`src/include/rv_decode_macros.svh`:
```
`ifndef RV_DECODE_MACROS_SVH
`define RV_DECODE_MACROS_SVH

// data path width of the core.
`define RV_XLEN 32

// machine CSR addresses recognized by the decoder.
`define CSR_MSTATUS   12'h300
`define CSR_MTVEC     12'h305
`define CSR_MEPC      12'h341
`define CSR_MCAUSE    12'h342
`define CSR_MVENDORID 12'hF11
`define CSR_MARCHID   12'hF12

// width of each decode performance counter.
`define PERF_CNT_W 32

`endif
```
`src/hdl/rv_decode_pkg.sv`:
```
`include "rv_decode_macros.svh"

package rv_decode_pkg;

    // one value per decoded instruction.
    typedef enum logic [5:0] {
        OP_ADD, OP_SUB, OP_SLT, OP_SLTU, OP_AND, OP_OR, OP_XOR,
        OP_SLL, OP_SRL, OP_SRA,
        OP_ADDI, OP_SLTIU, OP_ANDI, OP_ORI, OP_XORI,
        OP_SLLI, OP_SRLI, OP_SRAI,
        OP_LB, OP_LBU, OP_LH, OP_LHU, OP_LW,
        OP_SB, OP_SH, OP_SW,
        OP_BEQ, OP_BNE, OP_BLT, OP_BGE, OP_BLTU, OP_BGEU,
        OP_LUI, OP_AUIPC, OP_JAL, OP_JALR,
        OP_CSRRW, OP_CSRRS, OP_ECALL, OP_MRET, OP_EBREAK, OP_FENCE_I,
        OP_WAIT, OP_ILLEGAL
    } rv_op_e;

    typedef enum logic [2:0] {
        FMT_R, FMT_I, FMT_S, FMT_B, FMT_U, FMT_J, FMT_N
    } rv_fmt_e;

    typedef enum logic {
        DEC_IDLE, DEC_BUSY
    } dec_state_e;

    typedef enum logic [4:0] {
        ALU_ADD, ALU_SUB, ALU_SLT, ALU_SLTU, ALU_AND, ALU_OR, ALU_XOR,
        ALU_SLL, ALU_SRL, ALU_SRA, ALU_LUI,
        ALU_BEQ, ALU_BNE, ALU_BLT, ALU_BGE, ALU_BLTU, ALU_BGEU,
        ALU_NONE
    } alu_op_e;

    typedef struct packed {
        logic [`RV_XLEN-1:0] imm;
        alu_op_e             alu_op;
        rv_fmt_e             fmt;
        logic                src1_is_pc;
        logic                src2_is_imm;
        logic                is_pc_jump;
        logic                is_branch;
        logic                ebreak;
        logic                illegal;
        logic                ecall;
        logic                mret;
        logic                csrrw;
        logic                csrrs;
    } exu_ctrl_t;

    // csr_sel bits from 5 down to 0 are mtvec, mepc, mstatus, mcause, mvendorid, marchid.
    typedef struct packed {
        logic [`RV_XLEN-1:0] pc;
        logic [4:0]          rd;
        logic [4:0]          rs1;
        logic [4:0]          rs2;
        logic [5:0]          csr_sel;
        logic                ecall;
        logic                mret;
    } gpr_ctrl_t;

    // size one-hots are {word, half, byte}.
    typedef struct packed {
        logic [2:0] load_size;
        logic [2:0] store_size;
        logic       load;
        logic       store;
    } lsu_ctrl_t;

    typedef struct packed {
        logic [2:0] load_size;
        logic       byte_sext;
        logic       half_sext;
        logic       gpr_we;
        logic       load;
        logic       csr_gpr_we;
    } wb_ctrl_t;

    typedef struct packed {
        logic [`PERF_CNT_W-1:0] r;
        logic [`PERF_CNT_W-1:0] i;
        logic [`PERF_CNT_W-1:0] s;
        logic [`PERF_CNT_W-1:0] b;
        logic [`PERF_CNT_W-1:0] u;
        logic [`PERF_CNT_W-1:0] j;
        logic [`PERF_CNT_W-1:0] n;
        logic [`PERF_CNT_W-1:0] illegal;
    } perf_counts_t;

endpackage

```
`src/hdl/decode_top.sv`:
```
`timescale 1ns/1ps

module decode_top import rv_decode_pkg::*; (
    input  logic         clk,
    input  logic         rst,
    input  logic         in_valid,
    input  logic [31:0]  inst,
    input  logic [31:0]  pc,
    output logic         in_ready,
    input  logic         out_ready,
    output logic         out_valid,
    output exu_ctrl_t    exu,
    output gpr_ctrl_t    gpr,
    output lsu_ctrl_t    lsu,
    output wb_ctrl_t     wb,
    output perf_counts_t counts
);

    idu u_idu (
        .clk       (clk),
        .rst       (rst),
        .in_valid  (in_valid),
        .inst      (inst),
        .pc        (pc),
        .in_ready  (in_ready),
        .out_ready (out_ready),
        .out_valid (out_valid),
        .exu       (exu),
        .gpr       (gpr),
        .lsu       (lsu),
        .wb        (wb)
    );

    decode_perf_counters u_perf (
        .clk       (clk),
        .rst       (rst),
        .out_valid (out_valid),
        .exu       (exu),
        .counts    (counts)
    );

endmodule

```
`src/hdl/decode_perf_counters.sv`:
```
`timescale 1ns/1ps

module decode_perf_counters import rv_decode_pkg::*; (
    input  logic         clk,
    input  logic         rst,
    input  logic         out_valid,
    input  exu_ctrl_t    exu,
    output perf_counts_t counts
);

    always_ff @(posedge clk or posedge rst) begin
        if (rst) begin
            counts <= '0;
        end else if (out_valid) begin
            case (exu.fmt)
                FMT_R: counts.r <= counts.r + 1'b1;
                FMT_I: counts.i <= counts.i + 1'b1;
                FMT_S: counts.s <= counts.s + 1'b1;
                FMT_B: counts.b <= counts.b + 1'b1;
                FMT_U: counts.u <= counts.u + 1'b1;
                FMT_J: counts.j <= counts.j + 1'b1;
                default: counts.n <= counts.n + 1'b1;
            endcase
            // illegal words also land in the N bucket above.
            if (exu.illegal) begin
                counts.illegal <= counts.illegal + 1'b1;
            end
        end
    end

endmodule

```
`src/hdl/idu.sv`:
```
`timescale 1ns/1ps

module idu import rv_decode_pkg::*; (
    input  logic        clk,
    input  logic        rst,
    input  logic        in_valid,
    input  logic [31:0] inst,
    input  logic [31:0] pc,
    output logic        in_ready,
    input  logic        out_ready,
    output logic        out_valid,
    output exu_ctrl_t   exu,
    output gpr_ctrl_t   gpr,
    output lsu_ctrl_t   lsu,
    output wb_ctrl_t    wb
);

    dec_state_e  state;
    logic [31:0] inst_q;
    logic [31:0] pc_q;
    logic        accept;
    logic        handoff;
    rv_op_e      op;
    rv_fmt_e     fmt;
    logic [4:0]  rd;
    logic [4:0]  rs1;
    logic [4:0]  rs2;
    logic [31:0] imm;
    exu_ctrl_t   exu_d;
    gpr_ctrl_t   gpr_d;
    lsu_ctrl_t   lsu_d;
    wb_ctrl_t    wb_d;

    assign in_ready = (state == DEC_IDLE);
    assign accept   = in_valid && in_ready;
    assign handoff  = (state == DEC_BUSY) && out_ready;

    always_ff @(posedge clk or posedge rst) begin
        if (rst) begin
            state <= DEC_IDLE;
        end else if (accept) begin
            state <= DEC_BUSY;
        end else if (handoff) begin
            state <= DEC_IDLE;
        end
    end

    // instruction and pc are taken together on the accept edge.
    always_ff @(posedge clk) begin
        if (accept) begin
            inst_q <= inst;
            pc_q   <= pc;
        end
    end

    inst_classify u_classify (
        .inst (inst_q),
        .op   (op),
        .fmt  (fmt),
        .rd   (rd),
        .rs1  (rs1),
        .rs2  (rs2)
    );

    imm_gen u_imm (
        .inst (inst_q),
        .fmt  (fmt),
        .imm  (imm)
    );

    ctrl_gen u_ctrl (
        .op   (op),
        .fmt  (fmt),
        .imm  (imm),
        .pc   (pc_q),
        .rd   (rd),
        .rs1  (rs1),
        .rs2  (rs2),
        .exu  (exu_d),
        .gpr  (gpr_d),
        .lsu  (lsu_d),
        .wb   (wb_d)
    );

    // out_valid is high for the single cycle after the handoff edge.
    always_ff @(posedge clk or posedge rst) begin
        if (rst) begin
            out_valid <= 1'b0;
            exu       <= '0;
            gpr       <= '0;
            lsu       <= '0;
            wb        <= '0;
        end else begin
            out_valid <= handoff;
            if (handoff) begin
                exu <= exu_d;
                gpr <= gpr_d;
                lsu <= lsu_d;
                wb  <= wb_d;
            end
        end
    end

endmodule

```
`src/hdl/ctrl_gen.sv`:
```
`timescale 1ns/1ps
`include "rv_decode_macros.svh"

module ctrl_gen import rv_decode_pkg::*; (
    input  rv_op_e              op,
    input  rv_fmt_e             fmt,
    input  logic [`RV_XLEN-1:0] imm,
    input  logic [`RV_XLEN-1:0] pc,
    input  logic [4:0]          rd,
    input  logic [4:0]          rs1,
    input  logic [4:0]          rs2,
    output exu_ctrl_t           exu,
    output gpr_ctrl_t           gpr,
    output lsu_ctrl_t           lsu,
    output wb_ctrl_t            wb
);

    alu_op_e    alu_op;
    logic       is_load;
    logic       is_store;
    logic       is_csr_op;
    logic [2:0] load_size;
    logic [2:0] store_size;
    logic [11:0] csr_addr;

    // loads, stores and jumps all compute an address with the adder.
    always_comb begin
        case (op)
            OP_ADD, OP_ADDI, OP_AUIPC, OP_JAL, OP_JALR,
            OP_LB, OP_LBU, OP_LH, OP_LHU, OP_LW,
            OP_SB, OP_SH, OP_SW: alu_op = ALU_ADD;
            OP_SUB: alu_op = ALU_SUB;
            OP_SLT: alu_op = ALU_SLT;
            OP_SLTU, OP_SLTIU: alu_op = ALU_SLTU;
            OP_AND, OP_ANDI: alu_op = ALU_AND;
            OP_OR, OP_ORI: alu_op = ALU_OR;
            OP_XOR, OP_XORI: alu_op = ALU_XOR;
            OP_SLL, OP_SLLI: alu_op = ALU_SLL;
            OP_SRL, OP_SRLI: alu_op = ALU_SRL;
            OP_SRA, OP_SRAI: alu_op = ALU_SRA;
            OP_LUI: alu_op = ALU_LUI;
            OP_BEQ: alu_op = ALU_BEQ;
            OP_BNE: alu_op = ALU_BNE;
            OP_BLT: alu_op = ALU_BLT;
            OP_BGE: alu_op = ALU_BGE;
            OP_BLTU: alu_op = ALU_BLTU;
            OP_BGEU: alu_op = ALU_BGEU;
            default: alu_op = ALU_NONE;
        endcase
    end

    assign load_size  = {op == OP_LW, op == OP_LH || op == OP_LHU, op == OP_LB || op == OP_LBU};
    assign store_size = {op == OP_SW, op == OP_SH, op == OP_SB};
    assign is_load    = |load_size;
    assign is_store   = |store_size;
    assign is_csr_op  = op == OP_CSRRW || op == OP_CSRRS || op == OP_ECALL || op == OP_MRET;
    assign csr_addr   = imm[11:0];

    always_comb begin
        exu.imm         = imm;
        exu.alu_op      = alu_op;
        exu.fmt         = fmt;
        exu.src1_is_pc  = op == OP_JAL || op == OP_AUIPC || fmt == FMT_B;
        exu.src2_is_imm = fmt != FMT_R && fmt != FMT_N;
        exu.is_pc_jump  = op == OP_JAL || op == OP_JALR || fmt == FMT_B ||
                          op == OP_ECALL || op == OP_MRET;
        exu.is_branch   = fmt == FMT_B;
        exu.ebreak      = op == OP_EBREAK;
        exu.illegal     = op == OP_ILLEGAL;
        exu.ecall       = op == OP_ECALL;
        exu.mret        = op == OP_MRET;
        exu.csrrw       = op == OP_CSRRW;
        exu.csrrs       = op == OP_CSRRS;

        gpr.pc      = pc;
        gpr.rd      = rd;
        gpr.rs1     = rs1;
        gpr.rs2     = rs2;
        gpr.csr_sel = {csr_addr == `CSR_MTVEC, csr_addr == `CSR_MEPC,
                       csr_addr == `CSR_MSTATUS, csr_addr == `CSR_MCAUSE,
                       csr_addr == `CSR_MVENDORID, csr_addr == `CSR_MARCHID} & {6{is_csr_op}};
        gpr.ecall   = op == OP_ECALL;
        gpr.mret    = op == OP_MRET;

        lsu.load_size  = load_size;
        lsu.store_size = store_size;
        lsu.load       = is_load;
        lsu.store      = is_store;

        // every I-format op except fence.i writes a register.
        wb.load_size  = load_size;
        wb.byte_sext  = op == OP_LB;
        wb.half_sext  = op == OP_LH;
        wb.gpr_we     = fmt == FMT_R || fmt == FMT_U || fmt == FMT_J ||
                        (fmt == FMT_I && op != OP_FENCE_I);
        wb.load       = is_load;
        wb.csr_gpr_we = op == OP_CSRRW || op == OP_CSRRS;
    end

endmodule

```
`src/hdl/imm_gen.sv`:
```
`timescale 1ns/1ps

module imm_gen import rv_decode_pkg::*; (
    input  logic [31:0] inst,
    input  rv_fmt_e     fmt,
    output logic [31:0] imm
);

    always_comb begin
        case (fmt)
            FMT_I: imm = {{20{inst[31]}}, inst[31:20]};
            FMT_S: imm = {{20{inst[31]}}, inst[31:25], inst[11:7]};
            FMT_B: imm = {{20{inst[31]}}, inst[7], inst[30:25], inst[11:8], 1'b0};
            FMT_U: imm = {inst[31:12], 12'd0};
            FMT_J: imm = {{12{inst[31]}}, inst[19:12], inst[20], inst[30:21], 1'b0};
            // R and N formats carry no immediate.
            default: imm = 32'd0;
        endcase
    end

endmodule

```
`src/hdl/inst_classify.sv`:
```
`timescale 1ns/1ps

module inst_classify import rv_decode_pkg::*; (
    input  logic [31:0] inst,
    output rv_op_e      op,
    output rv_fmt_e     fmt,
    output logic [4:0]  rd,
    output logic [4:0]  rs1,
    output logic [4:0]  rs2
);

    logic [6:0] opcode;
    logic [2:0] funct3;
    logic [6:0] funct7;
    logic [5:0] funct6;
    logic       sys_zero;

    assign opcode = inst[6:0];
    assign funct3 = inst[14:12];
    assign funct7 = inst[31:25];
    assign funct6 = inst[31:26];
    assign rd     = inst[11:7];
    assign rs1    = inst[19:15];
    assign rs2    = inst[24:20];

    // rd and rs1 both zero, shared by the system and fence.i checks.
    assign sys_zero = (rd == 5'd0) && (rs1 == 5'd0);

    always_comb begin
        op = OP_ILLEGAL;
        case (opcode)
            7'h33: begin
                case (funct3)
                    3'h0: op = (funct7 == 7'h00) ? OP_ADD :
                               (funct7 == 7'h20) ? OP_SUB : OP_ILLEGAL;
                    3'h1: op = (funct7 == 7'h00) ? OP_SLL : OP_ILLEGAL;
                    3'h2: op = (funct7 == 7'h00) ? OP_SLT : OP_ILLEGAL;
                    3'h3: op = (funct7 == 7'h00) ? OP_SLTU : OP_ILLEGAL;
                    3'h4: op = (funct7 == 7'h00) ? OP_XOR : OP_ILLEGAL;
                    // shifts check funct6 only.
                    3'h5: op = (funct6 == 6'h00) ? OP_SRL :
                               (funct6 == 6'h10) ? OP_SRA : OP_ILLEGAL;
                    3'h6: op = (funct7 == 7'h00) ? OP_OR : OP_ILLEGAL;
                    default: op = (funct7 == 7'h00) ? OP_AND : OP_ILLEGAL;
                endcase
            end
            7'h13: begin
                case (funct3)
                    3'h0: op = OP_ADDI;
                    3'h1: op = (funct6 == 6'h00) ? OP_SLLI : OP_ILLEGAL;
                    3'h3: op = OP_SLTIU;
                    3'h4: op = OP_XORI;
                    3'h5: op = (funct6 == 6'h00) ? OP_SRLI :
                               (funct6 == 6'h10) ? OP_SRAI : OP_ILLEGAL;
                    3'h6: op = OP_ORI;
                    3'h7: op = OP_ANDI;
                    default: op = OP_ILLEGAL;
                endcase
            end
            7'h03: begin
                case (funct3)
                    3'h0: op = OP_LB;
                    3'h1: op = OP_LH;
                    3'h2: op = OP_LW;
                    3'h4: op = OP_LBU;
                    3'h5: op = OP_LHU;
                    default: op = OP_ILLEGAL;
                endcase
            end
            7'h23: begin
                case (funct3)
                    3'h0: op = OP_SB;
                    3'h1: op = OP_SH;
                    3'h2: op = OP_SW;
                    default: op = OP_ILLEGAL;
                endcase
            end
            7'h63: begin
                case (funct3)
                    3'h0: op = OP_BEQ;
                    3'h1: op = OP_BNE;
                    3'h4: op = OP_BLT;
                    3'h5: op = OP_BGE;
                    3'h6: op = OP_BLTU;
                    3'h7: op = OP_BGEU;
                    default: op = OP_ILLEGAL;
                endcase
            end
            7'h37: op = OP_LUI;
            7'h17: op = OP_AUIPC;
            7'h6f: op = OP_JAL;
            7'h67: op = (funct3 == 3'h0) ? OP_JALR : OP_ILLEGAL;
            7'h0f: begin
                if (sys_zero && funct3 == 3'h1 && rs2 == 5'd0 && funct7 == 7'h00) begin
                    op = OP_FENCE_I;
                end
            end
            7'h73: begin
                if (funct3 == 3'h1) begin
                    op = OP_CSRRW;
                end else if (funct3 == 3'h2) begin
                    op = OP_CSRRS;
                end else if (funct3 == 3'h0 && sys_zero) begin
                    if (funct7 == 7'h00 && rs2 == 5'd0) begin
                        op = OP_ECALL;
                    end else if (funct7 == 7'h00 && rs2 == 5'd1) begin
                        op = OP_EBREAK;
                    end else if (funct7 == 7'h18 && rs2 == 5'd2) begin
                        op = OP_MRET;
                    end
                end
            end
            7'h00: op = (inst == 32'd0) ? OP_WAIT : OP_ILLEGAL;
            default: op = OP_ILLEGAL;
        endcase
    end

    always_comb begin
        case (op)
            OP_ADD, OP_SUB, OP_SLT, OP_SLTU, OP_AND, OP_OR, OP_XOR,
            OP_SLL, OP_SRL, OP_SRA: fmt = FMT_R;
            OP_ADDI, OP_SLTIU, OP_ANDI, OP_ORI, OP_XORI, OP_SLLI, OP_SRLI, OP_SRAI,
            OP_LB, OP_LBU, OP_LH, OP_LHU, OP_LW, OP_JALR,
            OP_CSRRW, OP_CSRRS, OP_FENCE_I: fmt = FMT_I;
            OP_SB, OP_SH, OP_SW: fmt = FMT_S;
            OP_BEQ, OP_BNE, OP_BLT, OP_BGE, OP_BLTU, OP_BGEU: fmt = FMT_B;
            OP_LUI, OP_AUIPC: fmt = FMT_U;
            OP_JAL: fmt = FMT_J;
            default: fmt = FMT_N;
        endcase
    end

endmodule

```
`config.mk`:
```
export PLATFORM = sky130hd
export DESIGN_NAME = decode_top
export DESIGN_NICKNAME = d
export VERILOG_FILES = /design/src/hdl/rv_decode_pkg.sv /design/src/hdl/decode_top.sv /design/src/hdl/decode_perf_counters.sv /design/src/hdl/idu.sv /design/src/hdl/ctrl_gen.sv /design/src/hdl/imm_gen.sv /design/src/hdl/inst_classify.sv
export VERILOG_INCLUDE_DIRS = /design/src /design/src/include
export SDC_FILE = /design/constraint.sdc
export NUM_CORES = 1
export LEC_CHECK = 0
export BUFFER_PORTS_ARGS = -buffer_cell sky130_fd_sc_hd__buf_2
export CAP_MARGIN = 20
export CORE_ASPECT_RATIO = 0.7
export CORE_MARGIN = 4
export CORE_UTILIZATION = 50
export DETAILED_ROUTE_END_ITERATION = 12
export PLACE_DENSITY_LB_ADDON = 0.25
export SYNTH_ARGS = -nofsm -noshare
export SYNTH_HDL_FRONTEND = slang
export SYNTH_SLANG_ARGS = --single-unit
export TNS_END_PERCENT = 100
```
`constraint.sdc`:
```
create_clock -name clk -period 13 [get_ports clk]
set_input_delay 0.65 -clock clk [delete_from_list [all_inputs] [get_ports clk]]
set_output_delay 0.65 -clock clk [all_outputs]
set_load 0.01 [all_outputs]
```
==> out/results.tsv, run 1 <==
metric	value	unit
p_leak	11.5	nW
grt_use_total	24.5	%
syn_inst	1767	
grt_max_degree	164	
rows	59	
diodes	0	
crit_top_cell	and2_1	
viasPerCell	5.47	
numCtsBuffers	44	
wire_per_inst	19.2	um
drt_iter0_drc	1233	
drc	0	
run_status	complete, no violations	
hpwl	38300	um
hp-class	input pin to flop	
cts_max_level	2	
synth-edff-count	64	
insertion_delay	540	ps
async_reset_ff_share	85.4	%
rsz0062_at_grt	false	
finalCritPeriodShare	38.3	%
syn2layout_area_growth	21.3	%
cts-root-buf	clkbuf_16	
ys_top_cells_by_area	dfrtp_1 49%, edfxtp_1 10%, xnor2_1 8.4%	
drive_gt1_share	25.3	%
coreArea	37400	um2
synthTopCellsByCount	373 x dfrtp_1, 347 x nand2_1, 184 x xnor2_1	
antenna_left	0	
cts_setup_buffers	0	
cp_max_fo	19	
end_kind	flop	
gp_congestion	0.927	
syn_nets	1850	
path_delay_family	simple AND/OR/NAND/NOR gates	
tightest_slew	1000	ps
cp-start-kind	flop	
overflow	0	
syn_area	19100	um2
yosysSeqAreaShare	59.0	%
cts_tree	yes	
nets	2286	
crit_buf_inv	2	
cts_resized	0	
path_cells	nand2b_1, a21oi_1, nor3_1, nor4bb_1, and4_1, inv_1, ha_1, and2_1, a221oi_2, o21ai_2, and2_1, o21ai_0, buf_2, a31oi_1	
antenna_found_initial	2	
synth.distinct_cells	80	
p_total	3.32	mW
hold_viol	0	
skew	18.6	ps
tns	0	ps
min_period	4980	ps
wl	52400	um
dieHeight	171	um
clock-sinks	437	
powerDensity	143	nW/um2
clk_path_buf_depth	3	
worstSetupPathType	flop to flop	
io_pins	447	
synth_top_area_share	48.9	%
critPathRequiredTime	13350	ps
start_util	51.0	%
cp.arrival	5320	ps
yosys_most_used_dff	dfrtp_1	
synth.most_common_cell	dfrtp_1	
dr.pass1.iters	5	
port-buffer-count	446	
drv_cap	0	
dieArea	41400	um2
yosysWarnings	0	
vias	14900	
fin_cells	2723	
slowest_delay	660	ps
setup_viol	0	
fmax	201	MHz
clk_pin_slew	70	ps
grt_pass1_vias	14200	
synth-seq-cells	437	
dp.cells	2644	
grt_pass1_wl	80800	um
slowest_stage	edfxtp_1	
synth_top_area_cell	dfrtp_1	
irDropWorstVdd	0.150	mV
hold_buffers	0	
drv_slew	0	
slew_headroom	33.2	%
die_w	241	um
syn_area_per_cell	10.8	um2
==> metal layers <==
layer | vias to the layer above | track usage, % | wire length, um
met2 | 492 | 38.1 | 24000
li1 | 6932 | - | -
met1 | 7385 | 34.8 | 22800
met4 | 4 | 7.06 | 1570
met3 | 92 | 5.48 | 3990
met5 | - | 0 | 32
==> worst paths after layout <==
check	to	start	slack [ps]	cells past startpoint
hold / removal	u_idu.pc_q[10]$_DFFE_PP_	pc[10]	280	1
hold reg to reg	u_idu.gpr[37]$_DFFE_PP0P_	u_idu.pc_q[14]$_DFFE_PP_	440	2
setup / recovery	u_idu.exu[43]$_DFFE_PP0P_	u_idu.inst_q[13]$_DFFE_PP_	8020	14
min in group asynchronous	u_perf.counts[87]$_DFFE_PP0P_	rst	300	2
max in group asynchronous	u_perf.counts[162]$_DFFE_PP0P_	rst	10380	4
setup reg to reg	u_idu.exu[43]$_DFFE_PP0P_	u_idu.inst_q[13]$_DFFE_PP_	8020	14
==> cells in the final DEF, fill, tap and decap left out, drive strengths merged, types with 8 or more instances in the layout <==
cell,instances
a21oi,29
a22o,11
a31oi,18
and2,15
and3,36
and4,19
buf,455
clkbuf,57
clkinv,11
dfrtp,373
edfxtp,64
ha,15
inv,37
mux2,9
nand2,347
nand2b,9
nand3,68
nand4,77
nor2,131
nor3,30
o21ai,54
or2,8
xnor2,184
xor2,66
==> flip-flops by register name, summed over array words and instances (netlist names) <==
register         count
u_idu.exu           48
u_idu.pc_q          32
u_idu.gpr           55
u_idu.inst_q        32
u_idu.out_valid      1
u_idu.lsu            8
u_idu.state          1
u_idu.wb             4
u_perf.counts      256
==> final cells by class <==
type                       count  area [um2]
clock buffer                  57        1210
fill                        3084       14300
tap                          488         611
sequential                   437       11300
clock inverter                21         229
timing repair buffer         455        2310
inverter                      37         146
multi-input combinational   1228        7380
==> kinds of logic after synthesis <==
logic type | synth area share (%)
flip-flops | 59.0
multiplexers | 0.584
XOR/XNOR | 11.5
AND/OR/NAND/NOR | 19.4
adder cells (fa/ha/maj) | 0.984
buffers and inverters | 2.39
AO/OA/AOI/OAI | 6.22
==> where the power goes <==
group | leakage [nW] | switching [mW] | internal [mW]
Clock | 0.691 | 0.535 | 0.739
Combinational | 5.11 | 0.272 | 0.158
Sequential | 5.65 | 0.110 | 1.51
==> through the flow <==
stage	utilization, %	instance area (um2)	hold slack (ps)	worst slack (ps)
floorplan	-	19100	415	1990
global placement	58.0	21700	418	8060
detailed placement	58.0	21700	423	7810
CTS	61.8	23100	247	7800
global route	61.8	23100	241	7630
finish	61.8	23100	280	8020
No activity file was read; power rests on OpenSTA's default activity.
==> run 2, diff against run 1 <==
==> constraint.sdc (replaced) <==
create_clock -name clk -period 4.7 [get_ports clk]
set_input_delay 0.235 -clock clk [delete_from_list [all_inputs] [get_ports clk]]
set_output_delay 0.235 -clock clk [all_outputs]
set_load 0.01 [all_outputs]
==> out/results.tsv, run 2 (synthesized netlist as in run 1, its figures left out) <==
metric	value	unit	change
min_period	4430	ps	was 4980 ps
dieHeight	171	um	unchanged
wire_per_inst	19.5	um	was 19.2 um
run_status	complete, no violations		unchanged
rows	59		unchanged
reg2reg_slack	270	ps	was 8020 ps
clk_pin_slew	70	ps	about the same
hold_depth	2		was 1
cts-root-buf	clkbuf_16		unchanged
mostFrequentLayoutCell	buf_2		unchanged
cts_setup_buffers	0		unchanged
end_kind	flop		unchanged
final_cell_mix	446 x buf_2, 373 x dfrtp_1, 346 x nand2_1		was 447 x buf_2, 373 x dfrtp_1, 346 x nand2_1
dp_worst_setup_slack	217	ps	was 7810 ps
drv_slew	0		unchanged
antenna_left	0		unchanged
grt_max_degree	156		was 164
clock-sinks	437		unchanged
worstSetupPathType	flop to flop		unchanged
clk_path_buf_depth	3		unchanged
fin_util	64.1	%	was 61.8%
p_total	9.13	mW	was 3.32 mW
setup_viol	0		unchanged
finalCritPeriodShare	94.2	%	was 38.3%
cp_max_fo	8		was 19
cp-start-kind	flop		unchanged
viasPerCell	5.45		was 5.47
power_frac_clock	37.0	%	was 38.4%
io_pins	447		unchanged
powerDensity	381	nW/um2	was 143 nW/um2
p_leak	11.9	nW	was 11.5 nW
drt_iter0_drc	1185		was 1233
wl	54900	um	was 52400 um
r2r_cells	16		was 14
largestRegisters	u_perf.counts: 256 flops, u_idu.gpr: 55 flops, u_idu.exu: 48 flops		unchanged
dieArea	41400	um2	unchanged
slew_headroom	33.1	%	was 33.2%
hp-class	input pin to flop		unchanged
largest_register	u_perf.counts		unchanged
start_util	51.0	%	unchanged
hold_viol	0		unchanged
drc	0		unchanged
drv_cap	0		unchanged
tightest_slew	1000	ps	about the same
setup_slack	271	ps	was 8020 ps
cts_tree	yes		unchanged
grt_pass1_wl	86000	um	was 80800 um
hpwl	39300	um	was 38300 um
insertion_delay	550	ps	was 540 ps
swShare	27.6	%	about the same
cp.arrival	4900	ps	was 5320 ps
syn2layout_area_growth	25.7	%	was 21.3%
overflow	0		unchanged
dr.pass1.iters	5		unchanged
irDropWorstVdd	0.370	mV	was 0.150 mV
gp_congestion	0.888		was 0.927
p_sw	2.52	mW	was 918 uW
vias	15300		was 14900
skew	16.6	ps	was 18.6 ps
die_w	241	um	unchanged
cts_max_level	2		unchanged
combPwrFrac	14.3	%	was 12.9%
r2r_end	u_idu.gpr[3]$_DFFE_PP0P_		was u_idu.exu[43]$_DFFE_PP0P_
grt_use_total	26.1	%	was 24.5%
port-buffer-count	446		unchanged
drive_gt1_share	25.5	%	was 25.3%
numCtsBuffers	42		was 44
seq_power_share	48.7	%	about the same
coreArea	37400	um2	unchanged
rr_startpoint	u_idu.inst_q[27]$_DFFE_PP_		was u_idu.inst_q[13]$_DFFE_PP_
nets	2381		was 2286
largest_reg_flops	256		unchanged
grt_pass1_vias	15200		was 14200
hold_path_end	u_idu.inst_q[12]$_DFFE_PP_		was u_idu.pc_q[10]$_DFFE_PP_
antenna_found_initial	1		was 2
p_int	6.61	mW	was 2.40 mW
hold_slack	274	ps	was 280 ps
worstHoldStart	in_valid		was pc[10]
rsz0062_at_grt	false		unchanged
fmax	226	MHz	was 201 MHz
critPathRequiredTime	5180	ps	was 13350 ps
-- run 2: cell types whose count changed in the layout (fill, tap and decap cells not counted), sizes merged --
cell and delta:
bufinv -2, buf +31, diode +1, clkinvlp -5
clkinv -3, clkbuf +5, dlygate4sd3 +66
-- run 2: metal layers --
layer	GRT usage [%]	wire [um]	up-vias
li1	-	-	7145
met1	35.8	23100	7560
met2	41.5	25400	534
met3	6.56	4440	98
met4	8.25	1950	0
met5	0	0	-
-- run 2: critical path, stage by stage, from the launching register on --
cell,delay [ps]
edfxtp_1,500
or4_4,550
nor4_2,290
nand4_1,190
a32o_1,300
o21ai_0,60
and3_1,280
inv_1,90
ha_1,280
inv_1,140
o21ai_2,90
a32o_2,320
a21oi_2,230
nand2_1,130
o211ai_2,260
or4b_1,500
o21ai_1,140
-- run 2: final cells by class --
| type | instances | area (um2) |
|---|---|---|
| clock inverter | 11 | 113 |
| clock buffer | 62 | 1250 |
| tap | 488 | 611 |
| inverter | 37 | 143 |
| fill | 2984 | 13400 |
| multi-input combinational | 1228 | 7390 |
| timing repair buffer | 552 | 3220 |
| sequential | 437 | 11300 |
| antenna | 1 | 2.50 |
-- run 2: what timing repair did --
| action | CTS | global route |
|---|---|---|
| endpoints found under the setup margin | 0 | 21 |
| endpoints found under the hold margin | 94 | 0 |
| hold buffers | 66 | 0 |
| resized for setup | 0 | 2 |
-- run 2: stage by stage --
step | area (um2) | setup TNS, ps | cells
6_report | 24000 | 0 | 2816
3_5_place_dp | 21900 | 0 | 2676
3_3_place_gp | 21900 | 0 | 2676
4_1_cts | 24000 | 0 | 2815
5_1_grt | 24000 | 0 | 2816
2_1_floorplan | 19100 | -202580 | 1767
-- run 2: how the worst max path moves through the flow --
stage / from / endpoint / slack (ps) / depth (start not counted)
2_1_floorplan: rst / u_idu.exu[0]$_DFFE_PP0P_ / -540 / 1
4_1_cts: u_idu.inst_q[27]$_DFFE_PP_ / u_idu.gpr[3]$_DFFE_PP0P_ / 200 / 16
3_3_place_gp: u_idu.inst_q[27]$_DFFE_PP_ / u_idu.gpr[5]$_DFFE_PP0P_ / 330 / 16
3_5_place_dp: u_idu.inst_q[27]$_DFFE_PP_ / u_idu.gpr[3]$_DFFE_PP0P_ / 220 / 16
6_report: u_idu.inst_q[27]$_DFFE_PP_ / u_idu.gpr[3]$_DFFE_PP0P_ / 270 / 16
5_1_grt: u_idu.inst_q[27]$_DFFE_PP_ / u_idu.gpr[3]$_DFFE_PP0P_ / 30 / 16
-- run 2: power groups by stage --
stage          Combinational [mW]  Sequential [mW]  Clock, mW
3_5_place_dp                 1.27             4.50          0
2_1_floorplan               0.536             4.58          0
6_report                     1.31             4.45       3.38
5_1_grt                      1.45             4.49       3.62
3_3_place_gp                 1.24             4.50          0
4_1_cts                      1.32             4.44       3.46
==> run 3, diff against run 2 <==
--- a/config.mk
+++ b/config.mk
@@ -13,6 +13,7 @@
 export CORE_UTILIZATION = 50
 export DETAILED_ROUTE_END_ITERATION = 12
 export PLACE_DENSITY_LB_ADDON = 0.25
+export SETUP_SLACK_MARGIN = 0.3
 export SYNTH_ARGS = -nofsm -noshare
 export SYNTH_HDL_FRONTEND = slang
 export SYNTH_SLANG_ARGS = --single-unit
==> out/results.tsv, run 3 (synthesized netlist as in run 1, its figures left out) <==
metric	value	unit	change
final_cell_mix	446 x buf_2, 373 x dfrtp_1, 346 x nand2_1		unchanged
drt_iter0_drc	1196		was 1185
hold_viol	0		unchanged
largest_reg_flops	256		unchanged
slowest_delay	590	ps	was 550 ps
cts-root-buf	clkbuf_16		unchanged
path_delay_family	simple AND/OR/NAND/NOR gates		unchanged
insertion_delay	550	ps	about the same
overflow	0		unchanged
nets	2391		was 2381
fin_area	24100	um2	was 24000 um2
hp-class	input pin to flop		unchanged
grt_pass1_wl	86000	um	unchanged
clk_path_buf_depth	3		unchanged
largest_register	u_perf.counts		unchanged
syn2layout_area_growth	26.3	%	was 25.7%
clk_pin_slew	70	ps	about the same
cp-start-kind	flop		unchanged
antenna_left	0		unchanged
crit_buf_inv	2		unchanged
p_leak	11.9	nW	about the same
start_util	51.0	%	unchanged
fmax	238	MHz	was 226 MHz
port-buffer-count	446		unchanged
combPwrFrac	14.5	%	was 14.3%
swShare	27.6	%	about the same
clock-sinks	437		unchanged
setup_viol	0		unchanged
powerDensity	380	nW/um2	was 381 nW/um2
vias	15400		was 15300
cp_max_fo	7		was 8
wl	55000	um	was 54900 um
drive_gt1_share	26.0	%	was 25.5%
cts_max_level	2		unchanged
dieArea	41400	um2	unchanged
antenna_found_initial	1		unchanged
grt_pass1_vias	15100		was 15200
slowest_stage	or4_1		was or4_4
p_sw	2.53	mW	was 2.52 mW
irDropWorstVdd	0.370	mV	about the same
drv_slew	0		unchanged
numCtsBuffers	42		unchanged
die_w	241	um	unchanged
slew_headroom	33.5	%	was 33.1%
min_period	4190	ps	was 4430 ps
fin_util	64.4	%	was 64.1%
finalCritPeriodShare	89.2	%	was 94.2%
end_kind	flop		unchanged
fin_cells	2826		was 2816
power_frac_clock	36.9	%	was 37.0%
drc	0		unchanged
path_cells	or4_4, or2_4, o211ai_1, nor4bb_4, and4_1, buf_4, ha_1, buf_4, nand3_1, a32o_2, and2_1, o211ai_2, o211ai_2, or4_1, o21ai_1		was or4_4, nor4_2, nand4_1, a32o_1, o21ai_0, and3_1, inv_1, ha_1, inv_1, o21ai_2, a32o_2, a21oi_2, nand2_1, o211ai_2, or4b_1, o21ai_1
tightest_slew	995	ps	was 1000 ps
gp_congestion	0.888		unchanged
skew	18.9	ps	was 16.6 ps
p_total	9.15	mW	was 9.13 mW
largestRegisters	u_perf.counts: 256 flops, u_idu.gpr: 55 flops, u_idu.exu: 48 flops		unchanged
p_int	6.62	mW	was 6.61 mW
hold_slack	273	ps	was 274 ps
critPathRequiredTime	5170	ps	was 5180 ps
io_pins	447		unchanged
rows	59		unchanged
grt_use_total	26.1	%	about the same
drv_cap	0		unchanged
dieHeight	171	um	unchanged
dp.cells	2676		unchanged
cts_tree	yes		unchanged
seq_power_share	48.6	%	was 48.7%
coreArea	37400	um2	unchanged
worstSetupPathType	flop to flop		unchanged
wire_per_inst	19.5	um	about the same
rsz0062_at_grt	false		unchanged
cp.arrival	4670	ps	was 4900 ps
placed_area	21900	um2	unchanged
viasPerCell	5.46		was 5.45
fillers	2975		was 2984
run_status	complete, no violations		unchanged
hpwl	39300	um	unchanged
dr.pass1.iters	5		unchanged
grt_max_degree	156		unchanged
mostFrequentLayoutCell	buf_2		unchanged
-- run 3: metrics by stage --
step	setup WS, ps	TNS, ps
after CTS	345	0
after global placement	333	0
after floorplan	-543	-202580
final	507	0
after global routing	306	0
after detailed placement	217	0
-- run 3: timing repair --
action | CTS | global route
pin swaps | 0 | 2
hold endpoints to repair | 94 | 0
endpoints found under the setup margin | 16 | 34
gates resized for setup | 1 | 9
buffers inserted | 0 | 10
hold buffers | 66 | 0
-- run 3: power groups by stage --
stage,clock network [mW],registers [mW],logic [mW]
floorplan,0,4.58,0.536
global placement,0,4.50,1.24
detailed placement,0,4.50,1.27
CTS,3.46,4.44,1.32
global route,3.62,4.48,1.46
finish,3.38,4.44,1.33
-- run 3: final cells by class --
| class | count | area (um2) | area share, % |
|---|---|---|---|
| sequential | 437 | 11300 | 46.7 |
| multi-input combinational | 1228 | 7430 | 30.8 |
| timing repair buffer | 562 | 3290 | 13.7 |
| clock buffer | 62 | 1250 | 5.18 |
| tap | 488 | 611 | 2.53 |
| inverter | 37 | 143 | 0.592 |
| clock inverter | 11 | 113 | 0.467 |
| antenna | 1 | 2.50 | 0.0104 |
-- run 3: final timing paths --
| path | startpoint | to | slack, ps | cells after the start |
|---|---|---|---|---|
| hold / removal | in_valid | u_idu.inst_q[12]$_DFFE_PP_ | 270 | 2 |
| setup / recovery | u_idu.inst_q[27]$_DFFE_PP_ | u_idu.gpr[5]$_DFFE_PP0P_ | 510 | 15 |
| hold reg to reg | u_idu.pc_q[5]$_DFFE_PP_ | u_idu.gpr[28]$_DFFE_PP0P_ | 440 | 2 |
| max in group asynchronous | rst | u_idu.gpr[50]$_DFFE_PP0P_ | 3020 | 4 |
| min in group asynchronous | rst | u_perf.counts[246]$_DFFE_PP0P_ | 380 | 3 |
| setup reg to reg | u_idu.inst_q[27]$_DFFE_PP_ | u_idu.gpr[5]$_DFFE_PP0P_ | 510 | 15 |
-- run 3: per-layer routing --
metal | GRT usage (%) | wire length (um) | part of all wire (%)
met1 | 35.8 | 23400 | 43
met2 | 41.5 | 25300 | 46
met3 | 6.56 | 4380 | 7.9
met4 | 8.25 | 1960 | 3.6
met5 | 0 | 0 | 0
